===== config.mk =====
export PLATFORM = sky130hd
export DESIGN_NAME = board_top
export DESIGN_NICKNAME = d
export VERILOG_FILES = /design/src/logic/bus_pkg.sv /design/src/logic/video_pkg.sv /design/src/logic/frame_mem_arbiter.sv /design/src/logic/uart_loader.sv /design/src/logic/vga_scanout.sv /design/src/logic/seg_display.sv /design/src/logic/board_top.sv
export VERILOG_INCLUDE_DIRS = /design/src /design/src/include
export SDC_FILE = /design/constraint.sdc
export NUM_CORES = 2
export LEC_CHECK = 0
export ABC_AREA = 0
export CAP_MARGIN = 0
export CORE_AREA = 3 3 588 590
export CTS_CLUSTER_DIAMETER = 80
export DETAILED_ROUTE_END_ITERATION = 10
export DIE_AREA = 0 0 591 593
export DONT_BUFFER_PORTS = 1
export PLACE_DENSITY_LB_ADDON = 0.15
export SLEW_MARGIN = 20
export SYNTH_ARGS = -nofsm -noshare
export SYNTH_HDL_FRONTEND = slang
export SYNTH_SLANG_ARGS = --single-unit
export TNS_END_PERCENT = 20

===== constraint.sdc =====
create_clock -name clk -period 12.1 [get_ports clk]
set_clock_uncertainty 0.2 [all_clocks]
set_input_delay 3.63 -clock clk [delete_from_list [all_inputs] [get_ports clk]]
set_output_delay 3.63 -clock clk [all_outputs]
set_load 0.02 [all_outputs]

===== src/include/board_params.svh =====
`ifndef BOARD_PARAMS_SVH
`define BOARD_PARAMS_SVH

// Frame memory
`define ADDR_W        8
`define DATA_W        8
`define MEM_DEPTH     256

// UART bit time in clocks
`define CLKS_PER_BIT  8

// Shrunk video timing, one pixel per clock
`define H_ACTIVE      16
`define H_FRONT       2
`define H_SYNC        4
`define H_BACK        2
`define H_TOTAL       24

`define V_ACTIVE      8
`define V_FRONT       1
`define V_SYNC        2
`define V_BACK        1
`define V_TOTAL       12

// Seven-segment refresh, digit flips when the counter wraps
`define SCAN_DIV_W    4

`endif


===== src/logic/bus_pkg.sv =====
`default_nettype none

`include "board_params.svh"

package bus_pkg;

    // Shared frame memory bus
    typedef logic [`ADDR_W-1:0] addr_t;
    typedef logic [`DATA_W-1:0] data_t;

    // Masters, listed in priority order
    typedef enum logic [1:0] {
        M_VGA,
        M_UART,
        M_SEG
    } master_t;

endpackage : bus_pkg

`default_nettype wire


===== src/logic/video_pkg.sv =====
`default_nettype none

package video_pkg;

    // Scan counters
    typedef logic [4:0] hcount_t;
    typedef logic [3:0] vcount_t;

    // RGB 3:3:2, red in the top bits
    typedef logic [7:0] pixel_t;

    // UART receiver
    typedef enum logic [1:0] {
        RX_IDLE,
        RX_START,
        RX_DATA,
        RX_STOP
    } rx_state_t;

endpackage : video_pkg

`default_nettype wire


===== src/logic/frame_mem_arbiter.sv =====
`timescale 1ns/1ps
`default_nettype none

`include "board_params.svh"

module frame_mem_arbiter (
    input  logic           clk,
    input  logic           arst_n_i,
    input  logic           vga_req_i,
    input  bus_pkg::addr_t vga_addr_i,
    input  logic           uart_req_i,
    input  bus_pkg::addr_t uart_addr_i,
    input  bus_pkg::data_t uart_wdata_i,
    input  logic           seg_req_i,
    input  bus_pkg::addr_t seg_addr_i,
    output logic           vga_gnt_o,
    output logic           uart_gnt_o,
    output logic           seg_gnt_o,
    output bus_pkg::data_t rdata_o
);
    import bus_pkg::*;

    data_t   mem [`MEM_DEPTH];
    data_t   rdata_q;
    addr_t   sel_addr;
    master_t owner_q;
    logic    busy_q;
    logic    any_gnt;

    // Fixed priority, VGA first
    assign vga_gnt_o  = vga_req_i;
    assign uart_gnt_o = uart_req_i & ~vga_req_i;
    assign seg_gnt_o  = seg_req_i & ~vga_req_i & ~uart_req_i;
    assign any_gnt    = vga_req_i | uart_req_i | seg_req_i;

    // Read address, only VGA and the segment reader read
    always_comb begin
        sel_addr = seg_addr_i;
        if (vga_req_i) begin
            sel_addr = vga_addr_i;
        end
    end

    always_ff @(posedge clk) begin
        if (uart_gnt_o) begin
            mem[uart_addr_i] <= uart_wdata_i;
        end
        if (vga_gnt_o || seg_gnt_o) begin
            rdata_q <= mem[sel_addr];
        end
    end

    // Who owned the bus last cycle
    always_ff @(posedge clk or negedge arst_n_i) begin
        if (!arst_n_i) begin
            owner_q <= M_VGA;
            busy_q  <= 1'b0;
        end else begin
            busy_q <= any_gnt;
            if (vga_gnt_o) begin
                owner_q <= M_VGA;
            end else if (uart_gnt_o) begin
                owner_q <= M_UART;
            end else if (seg_gnt_o) begin
                owner_q <= M_SEG;
            end
        end
    end

    // Read bus idles at zero after a write or an empty cycle
    assign rdata_o = (busy_q && owner_q != M_UART) ? rdata_q : '0;

endmodule : frame_mem_arbiter

`default_nettype wire


===== src/logic/uart_loader.sv =====
`timescale 1ns/1ps
`default_nettype none

`include "board_params.svh"

module uart_loader (
    input  logic           clk,
    input  logic           arst_n_i,
    input  logic           uart_rxd_i,
    input  logic           gnt_i,
    output logic           req_o,
    output bus_pkg::addr_t addr_o,
    output bus_pkg::data_t wdata_o
);
    import bus_pkg::*;
    import video_pkg::*;

    logic                             rxd_meta_q;
    logic                             rxd_q;
    rx_state_t                        state_q;
    logic [$clog2(`CLKS_PER_BIT)-1:0] clk_cnt_q;
    logic [$clog2(`DATA_W)-1:0]       bit_idx_q;
    data_t                            shift_q;
    data_t                            wdata_q;
    addr_t                            addr_q;
    logic                             req_q;
    logic                             mid_start;
    logic                             mid_bit;
    logic                             byte_ok;

    // Two-flop synchroniser, line idles high
    always_ff @(posedge clk or negedge arst_n_i) begin
        if (!arst_n_i) begin
            rxd_meta_q <= 1'b1;
            rxd_q      <= 1'b1;
        end else begin
            rxd_meta_q <= uart_rxd_i;
            rxd_q      <= rxd_meta_q;
        end
    end

    assign mid_start = 32'(clk_cnt_q) == `CLKS_PER_BIT / 2 - 1;
    assign mid_bit   = 32'(clk_cnt_q) == `CLKS_PER_BIT - 1;
    assign byte_ok   = (state_q == RX_STOP) && mid_bit && rxd_q;

    always_ff @(posedge clk or negedge arst_n_i) begin
        if (!arst_n_i) begin
            state_q   <= RX_IDLE;
            clk_cnt_q <= '0;
            bit_idx_q <= '0;
        end else begin
            clk_cnt_q <= clk_cnt_q + 1'b1;
            case (state_q)
                RX_IDLE: begin
                    clk_cnt_q <= '0;
                    if (!rxd_q) begin
                        state_q <= RX_START;
                    end
                end
                RX_START: begin
                    // Glitch on the start bit goes back to idle
                    if (mid_start) begin
                        clk_cnt_q <= '0;
                        bit_idx_q <= '0;
                        state_q   <= rxd_q ? RX_IDLE : RX_DATA;
                    end
                end
                RX_DATA: begin
                    if (mid_bit) begin
                        clk_cnt_q <= '0;
                        bit_idx_q <= bit_idx_q + 1'b1;
                        if (&bit_idx_q) begin
                            state_q <= RX_STOP;
                        end
                    end
                end
                RX_STOP: begin
                    if (mid_bit) begin
                        state_q <= RX_IDLE;
                    end
                end
                default: state_q <= RX_IDLE;
            endcase
        end
    end

    // LSB first
    always_ff @(posedge clk) begin
        if (state_q == RX_DATA && mid_bit) begin
            shift_q <= {rxd_q, shift_q[`DATA_W-1:1]};
        end
        if (byte_ok) begin
            wdata_q <= shift_q;
        end
    end

    // Pending write, address steps only once the byte is in memory
    always_ff @(posedge clk or negedge arst_n_i) begin
        if (!arst_n_i) begin
            req_q  <= 1'b0;
            addr_q <= '0;
        end else if (byte_ok) begin
            req_q <= 1'b1;
        end else if (req_q && gnt_i) begin
            req_q  <= 1'b0;
            addr_q <= addr_q + 1'b1;
        end
    end

    assign req_o   = req_q;
    assign addr_o  = addr_q;
    assign wdata_o = wdata_q;

endmodule : uart_loader

`default_nettype wire


===== src/logic/vga_scanout.sv =====
`timescale 1ns/1ps
`default_nettype none

`include "board_params.svh"

module vga_scanout (
    input  logic           clk,
    input  logic           arst_n_i,
    input  logic           gnt_i,
    input  bus_pkg::data_t rdata_i,
    output logic           req_o,
    output bus_pkg::addr_t addr_o,
    output logic           vga_hsync_o,
    output logic           vga_vsync_o,
    output logic [3:0]     vga_r_o,
    output logic [3:0]     vga_g_o,
    output logic [3:0]     vga_b_o
);
    import bus_pkg::*;
    import video_pkg::*;

    hcount_t h_q;
    vcount_t v_q;
    int      h_pos;
    int      v_pos;
    logic    active;
    logic    hsync_n;
    logic    vsync_n;
    logic    fetch_q;
    logic    hsync1_q;
    logic    vsync1_q;
    pixel_t  pix;

    assign h_pos = int'(h_q);
    assign v_pos = int'(v_q);

    always_ff @(posedge clk or negedge arst_n_i) begin
        if (!arst_n_i) begin
            h_q <= '0;
            v_q <= '0;
        end else if (h_pos == `H_TOTAL - 1) begin
            h_q <= '0;
            if (v_pos == `V_TOTAL - 1) begin
                v_q <= '0;
            end else begin
                v_q <= v_q + 1'b1;
            end
        end else begin
            h_q <= h_q + 1'b1;
        end
    end

    assign active  = (h_pos < `H_ACTIVE) && (v_pos < `V_ACTIVE);
    assign hsync_n = !((h_pos >= `H_ACTIVE + `H_FRONT) &&
                       (h_pos < `H_ACTIVE + `H_FRONT + `H_SYNC));
    assign vsync_n = !((v_pos >= `V_ACTIVE + `V_FRONT) &&
                       (v_pos < `V_ACTIVE + `V_FRONT + `V_SYNC));

    // One fetch per active pixel, row-major
    assign req_o  = active;
    assign addr_o = addr_t'(v_pos * `H_ACTIVE + h_pos);

    assign pix = pixel_t'(rdata_i);

    // Stage 1 waits on memory, stage 2 registers the pins
    always_ff @(posedge clk or negedge arst_n_i) begin
        if (!arst_n_i) begin
            fetch_q     <= 1'b0;
            hsync1_q    <= 1'b1;
            vsync1_q    <= 1'b1;
            vga_hsync_o <= 1'b1;
            vga_vsync_o <= 1'b1;
            vga_r_o     <= '0;
            vga_g_o     <= '0;
            vga_b_o     <= '0;
        end else begin
            fetch_q     <= active & gnt_i;
            hsync1_q    <= hsync_n;
            vsync1_q    <= vsync_n;
            vga_hsync_o <= hsync1_q;
            vga_vsync_o <= vsync1_q;
            if (fetch_q) begin
                vga_r_o <= {pix[7:5], pix[7]};
                vga_g_o <= {pix[4:2], pix[4]};
                vga_b_o <= {pix[1:0], pix[1:0]};
            end else begin
                vga_r_o <= '0;
                vga_g_o <= '0;
                vga_b_o <= '0;
            end
        end
    end

endmodule : vga_scanout

`default_nettype wire


===== src/logic/seg_display.sv =====
`timescale 1ns/1ps
`default_nettype none

`include "board_params.svh"

module seg_display (
    input  logic              clk,
    input  logic              arst_n_i,
    input  logic [`ADDR_W-1:0] switch_i,
    input  logic              gnt_i,
    input  bus_pkg::data_t    rdata_i,
    output logic              req_o,
    output bus_pkg::addr_t    addr_o,
    output logic [15:0]       led_o,
    output logic [7:0]        seg_sel_o,
    output logic [7:0]        seg_bit_o
);
    import bus_pkg::*;

    logic                   req_q;
    logic                   pend_q;
    addr_t                  addr_q;
    logic [15:0]            led_q;
    logic [`SCAN_DIV_W-1:0] scan_q;
    logic [7:0]             sel_q;
    logic [3:0]             nibble;

    // Segments gfedcba, active high here
    function automatic logic [6:0] hex_segments(input logic [3:0] nib);
        logic [6:0] seg;
        case (nib)
            4'h0: seg = 7'h3f;
            4'h1: seg = 7'h06;
            4'h2: seg = 7'h5b;
            4'h3: seg = 7'h4f;
            4'h4: seg = 7'h66;
            4'h5: seg = 7'h6d;
            4'h6: seg = 7'h7d;
            4'h7: seg = 7'h07;
            4'h8: seg = 7'h7f;
            4'h9: seg = 7'h6f;
            4'ha: seg = 7'h77;
            4'hb: seg = 7'h7c;
            4'hc: seg = 7'h39;
            4'hd: seg = 7'h5e;
            4'he: seg = 7'h79;
            default: seg = 7'h71;
        endcase
        return seg;
    endfunction

    // Read loop, next request right after the data lands
    always_ff @(posedge clk or negedge arst_n_i) begin
        if (!arst_n_i) begin
            req_q  <= 1'b0;
            pend_q <= 1'b0;
            led_q  <= '0;
        end else if (pend_q) begin
            pend_q <= 1'b0;
            req_q  <= 1'b1;
            led_q  <= {addr_q, rdata_i};
        end else if (req_q && gnt_i) begin
            req_q  <= 1'b0;
            pend_q <= 1'b1;
        end else if (!req_q) begin
            req_q <= 1'b1;
        end
    end

    // Address follows the switches between reads
    always_ff @(posedge clk) begin
        if (!req_q) begin
            addr_q <= switch_i;
        end
    end

    // Digit refresh, both selects high until the first tick
    always_ff @(posedge clk or negedge arst_n_i) begin
        if (!arst_n_i) begin
            scan_q <= '0;
            sel_q  <= 8'hff;
        end else begin
            scan_q <= scan_q + 1'b1;
            if (&sel_q[1:0]) begin
                sel_q <= 8'hfe;
            end else if (&scan_q) begin
                sel_q <= {6'h3f, sel_q[0], sel_q[1]};
            end
        end
    end

    assign nibble = sel_q[0] ? led_q[7:4] : led_q[3:0];

    assign req_o     = req_q;
    assign addr_o    = addr_q;
    assign led_o     = led_q;
    assign seg_sel_o = sel_q;
    // Decimal point stays dark
    assign seg_bit_o = (&sel_q[1:0]) ? 8'hff : {1'b1, ~hex_segments(nibble)};

endmodule : seg_display

`default_nettype wire


===== src/logic/board_top.sv =====
`timescale 1ns/1ps
`default_nettype none

`include "board_params.svh"

module board_top (
    input  logic               clk,
    input  logic               arst_n_i,
    // GPIO
    input  logic [`ADDR_W-1:0] switch_i,
    output logic [15:0]        led_o,
    output logic [7:0]         seg_sel_o,
    output logic [7:0]         seg_bit_o,
    // UART
    input  logic               uart_rxd_i,
    // VGA
    output logic [3:0]         vga_r_o,
    output logic [3:0]         vga_g_o,
    output logic [3:0]         vga_b_o,
    output logic               vga_hsync_o,
    output logic               vga_vsync_o
);
    import bus_pkg::*;

    logic  vga_req;
    logic  vga_gnt;
    addr_t vga_addr;
    logic  uart_req;
    logic  uart_gnt;
    addr_t uart_addr;
    data_t uart_wdata;
    logic  seg_req;
    logic  seg_gnt;
    addr_t seg_addr;
    data_t rdata;

    frame_mem_arbiter u_arbiter (
        .clk          (clk),
        .arst_n_i     (arst_n_i),
        .vga_req_i    (vga_req),
        .vga_addr_i   (vga_addr),
        .uart_req_i   (uart_req),
        .uart_addr_i  (uart_addr),
        .uart_wdata_i (uart_wdata),
        .seg_req_i    (seg_req),
        .seg_addr_i   (seg_addr),
        .vga_gnt_o    (vga_gnt),
        .uart_gnt_o   (uart_gnt),
        .seg_gnt_o    (seg_gnt),
        .rdata_o      (rdata)
    );

    uart_loader u_uart (
        .clk        (clk),
        .arst_n_i   (arst_n_i),
        .uart_rxd_i (uart_rxd_i),
        .gnt_i      (uart_gnt),
        .req_o      (uart_req),
        .addr_o     (uart_addr),
        .wdata_o    (uart_wdata)
    );

    vga_scanout u_vga (
        .clk         (clk),
        .arst_n_i    (arst_n_i),
        .gnt_i       (vga_gnt),
        .rdata_i     (rdata),
        .req_o       (vga_req),
        .addr_o      (vga_addr),
        .vga_hsync_o (vga_hsync_o),
        .vga_vsync_o (vga_vsync_o),
        .vga_r_o     (vga_r_o),
        .vga_g_o     (vga_g_o),
        .vga_b_o     (vga_b_o)
    );

    seg_display u_seg (
        .clk       (clk),
        .arst_n_i  (arst_n_i),
        .switch_i  (switch_i),
        .gnt_i     (seg_gnt),
        .rdata_i   (rdata),
        .req_o     (seg_req),
        .addr_o    (seg_addr),
        .led_o     (led_o),
        .seg_sel_o (seg_sel_o),
        .seg_bit_o (seg_bit_o)
    );

endmodule : board_top

`default_nettype wire


==> impl_metrics.ini <==
[timing]
fin_crit_ps = 7070
rsz0062_at_grt = no
fin_crit_sh_pct = 58.5
final_hold_viol_count = 0
tns_ps = 0
final_max_slew_viol_count = 0
maxSlewHeadroom_pct = 9.75
fmax_ghz = 0.141
finalSetupViolCount = 0
worst_pin_slew_ps = 1350

[drt]
wl_per_cell_um = 26.4
vias_per_cell = 4.74
drt.antenna.violating_nets = 0
dr.pass1.iters = 6
drt_iter0_drc = 4518
route.vias.total = 48500
drcViolationCount = 0
wl_um = 270000

[hold_path]
hold_depth = 0
hp-class = register to register

[critical_path]
path_class = register to output pin
cp_max_fo = 10
arrival_ps = 3240
end_kind = output pin
crit_required_ps = 8270
startpoint_type = register
reg2reg_depth = 10

[placement]
gp_congestion = 0.772
place_hpwl_um = 158000
placement.io_buffers = 0
dpl_cell_area_sq_mm = 0.0897

[floorplanning]
coreArea_sq_mm = 0.340
num_io_pins = 57
die_h_um = 593
fp.dieW_um = 591
start_util_pct = 25.0
rows = 214
dieArea_sq_mm = 0.350

[final_layout]
drive_gt1_share_pct = 10.5
finalInstanceArea_sq_mm = 0.0970
fin_nets = 5542
area_growth_pct = 13.9
most-common-layout-cells = edfxtp_1 (2080), nand2_1 (817), nor2_1 (400), a21oi_1 (275), clkbuf_16 (241)
final_common_cell = edfxtp_1

[synthesis]
ys_seq_area_share_pct = 75.3
synthArstFlopShare_pct = 3.17
ys.flop_type = edfxtp_1
synth_area_per_cell_sq_um = 15.4
syn_area_sq_mm = 0.0852
ys_seq_elements = 2148
ys_types = 81
synth_edf_count = 2080
ys_warn_count = 0
syn-instance-count = 5520

[power]
vdd_ir_drop_max_v = 0.000123
p_leak_nw = 29.6
p_per_area_mw_per_mm2 = 155

[global_routing]
grt_max_degree = 180
grt_pass1_wl_um = 382000
grt_pass1_vias = 48200
antenna_found_initial = 16
grt-ovfl-total = 0
grt_use_total_pct = 15.0

[cts]
cts_tree = built
root_buffer = clkbuf_16
cts_buffers = 238
cts.path.max_buffers = 4
cts.clk_slew.worst_paths_ps = 60
cts_resized = 0
cts.sinks = 2148
htree_levels = 4
clock_latency_ps = 900
postCtsHoldBufs = 0
postCtsSetupBuffers = 0

[flow_run]
cap_viol_max_count = 0

[status]
status = completed
-- cell type report --
cell class	count	area, sq um
Antenna cell	8	20.0
Clock buffer	311	6400
Clock inverter	118	867
Fill cell	34100	243000
Inverter	24	90.1
Multi-Input combinational cell	2979	18800
Sequential cell	2148	64200
Tap cell	4536	5680
Timing Repair Buffer	111	982
-- worst max-delay path, cell delays in order (launching register included) --
cell	delay [ps]
dfstp_2	730
mux2i_1	460
inv_1	190
ha_1	290
or3_1	390
o221ai_1	100
nand2_1	210
-- power by group --
part           internal (W)  leakage [nW]  switching [W]
combinational     0.0000342          6.53      0.0000616
sequential          0.00805          19.6      0.0000187
clock               0.00392          3.57        0.00299
total                0.0120          29.6        0.00307
-- kinds of logic after synthesis --
| logic type | after synthesis | synth area share (%) |
|---|---|---|
| flops | 2148 | 75.3 |
| simple gates | 1658 | 8.42 |
| compound gates | 921 | 7.34 |
| buf+inv | 399 | 2.82 |
| mux | 350 | 5.52 |
| fa+ha+maj | 29 | 0.426 |
| xor+xnor | 14 | 0.144 |
| other cells | 1 | 0.00440 |
-- final timing paths --
kind	from	endpoint	slack, ps
hold / removal	u_uart.rxd_meta_q	u_uart.rxd_q	160
max in group asynchronous	arst_n_i	u_vga.hsync1_q	9190
setup / recovery	u_seg.seg_sel_o[0]	seg_bit_o[0]	5030
setup reg to reg	u_vga.v_q[3]	u_arbiter.rdata_q[7]	6190
hold reg to reg	u_uart.rxd_meta_q	u_uart.rxd_q	160
min in group asynchronous	arst_n_i	u_seg.scan_q[3]	2260
-- flip-flops by register name, indices dropped and copies added (netlist names), 2 cells and up, named ones only --
name               count
u_vga.v_q              4
u_arbiter.rdata_q      8
u_vga.vga_g_o          3
u_vga.h_q              5
u_uart.bit_idx_q       3
u_seg.scan_q           4
u_uart.addr_o          8
u_arbiter.mem       2048
u_uart.wdata_o         8
u_vga.vga_r_o          3
u_arbiter.owner_q      2
u_vga.vga_b_o          2
u_seg.led_o           16
u_seg.addr_o           8
u_seg.seg_sel_o        2
u_uart.clk_cnt_q       3
u_uart.shift_q         8
-- cell usage after synthesis, drive strengths merged, types with 62 or more instances --
master  instances  area (sq um)
a211oi         97           728
a21oi         276          1390
a221oi         87           762
a32oi          96           841
buf           260          1880
clkbuf        115           432
edfxtp       2080         62500
mux2i         242          2420
mux4           93          2110
nand2         822          3120
nand3         173           866
nand4         109           682
nor2          406          1530
o21ai         128           693
o22ai          62           388
-- layer usage --
layer | global-route usage, % | vias to the layer above | wire [um] | share of wire, %
li1 | - | 21400 | - | -
met1 | 21.7 | 25500 | 126000 | 47
met5 | 0 | - | 0 | 0
met2 | 24.2 | 1276 | 126000 | 46
met4 | 3.37 | 0 | 5540 | 2.1
met3 | 1.91 | 340 | 13200 | 4.9
-- per-stage QoR --
step | total power (W) | worst slack [ps] | hold WS [ps] | cells | utilization [%]
5_1_grt | 0.0156 | 4830 | 165 | 10200 | 28.5
2_1_floorplan | 0.00830 | 5850 | 145 | 5526 | -
6_report | 0.0151 | 5030 | 158 | 10200 | 28.5
3_3_place_gp | 0.00832 | 5810 | 147 | 9797 | 26.3
4_1_cts | 0.0153 | 4920 | 160 | 10200 | 28.5
3_5_place_dp | 0.00832 | 5930 | 150 | 9797 | 26.4
Power figures use the tool's default switching activity.
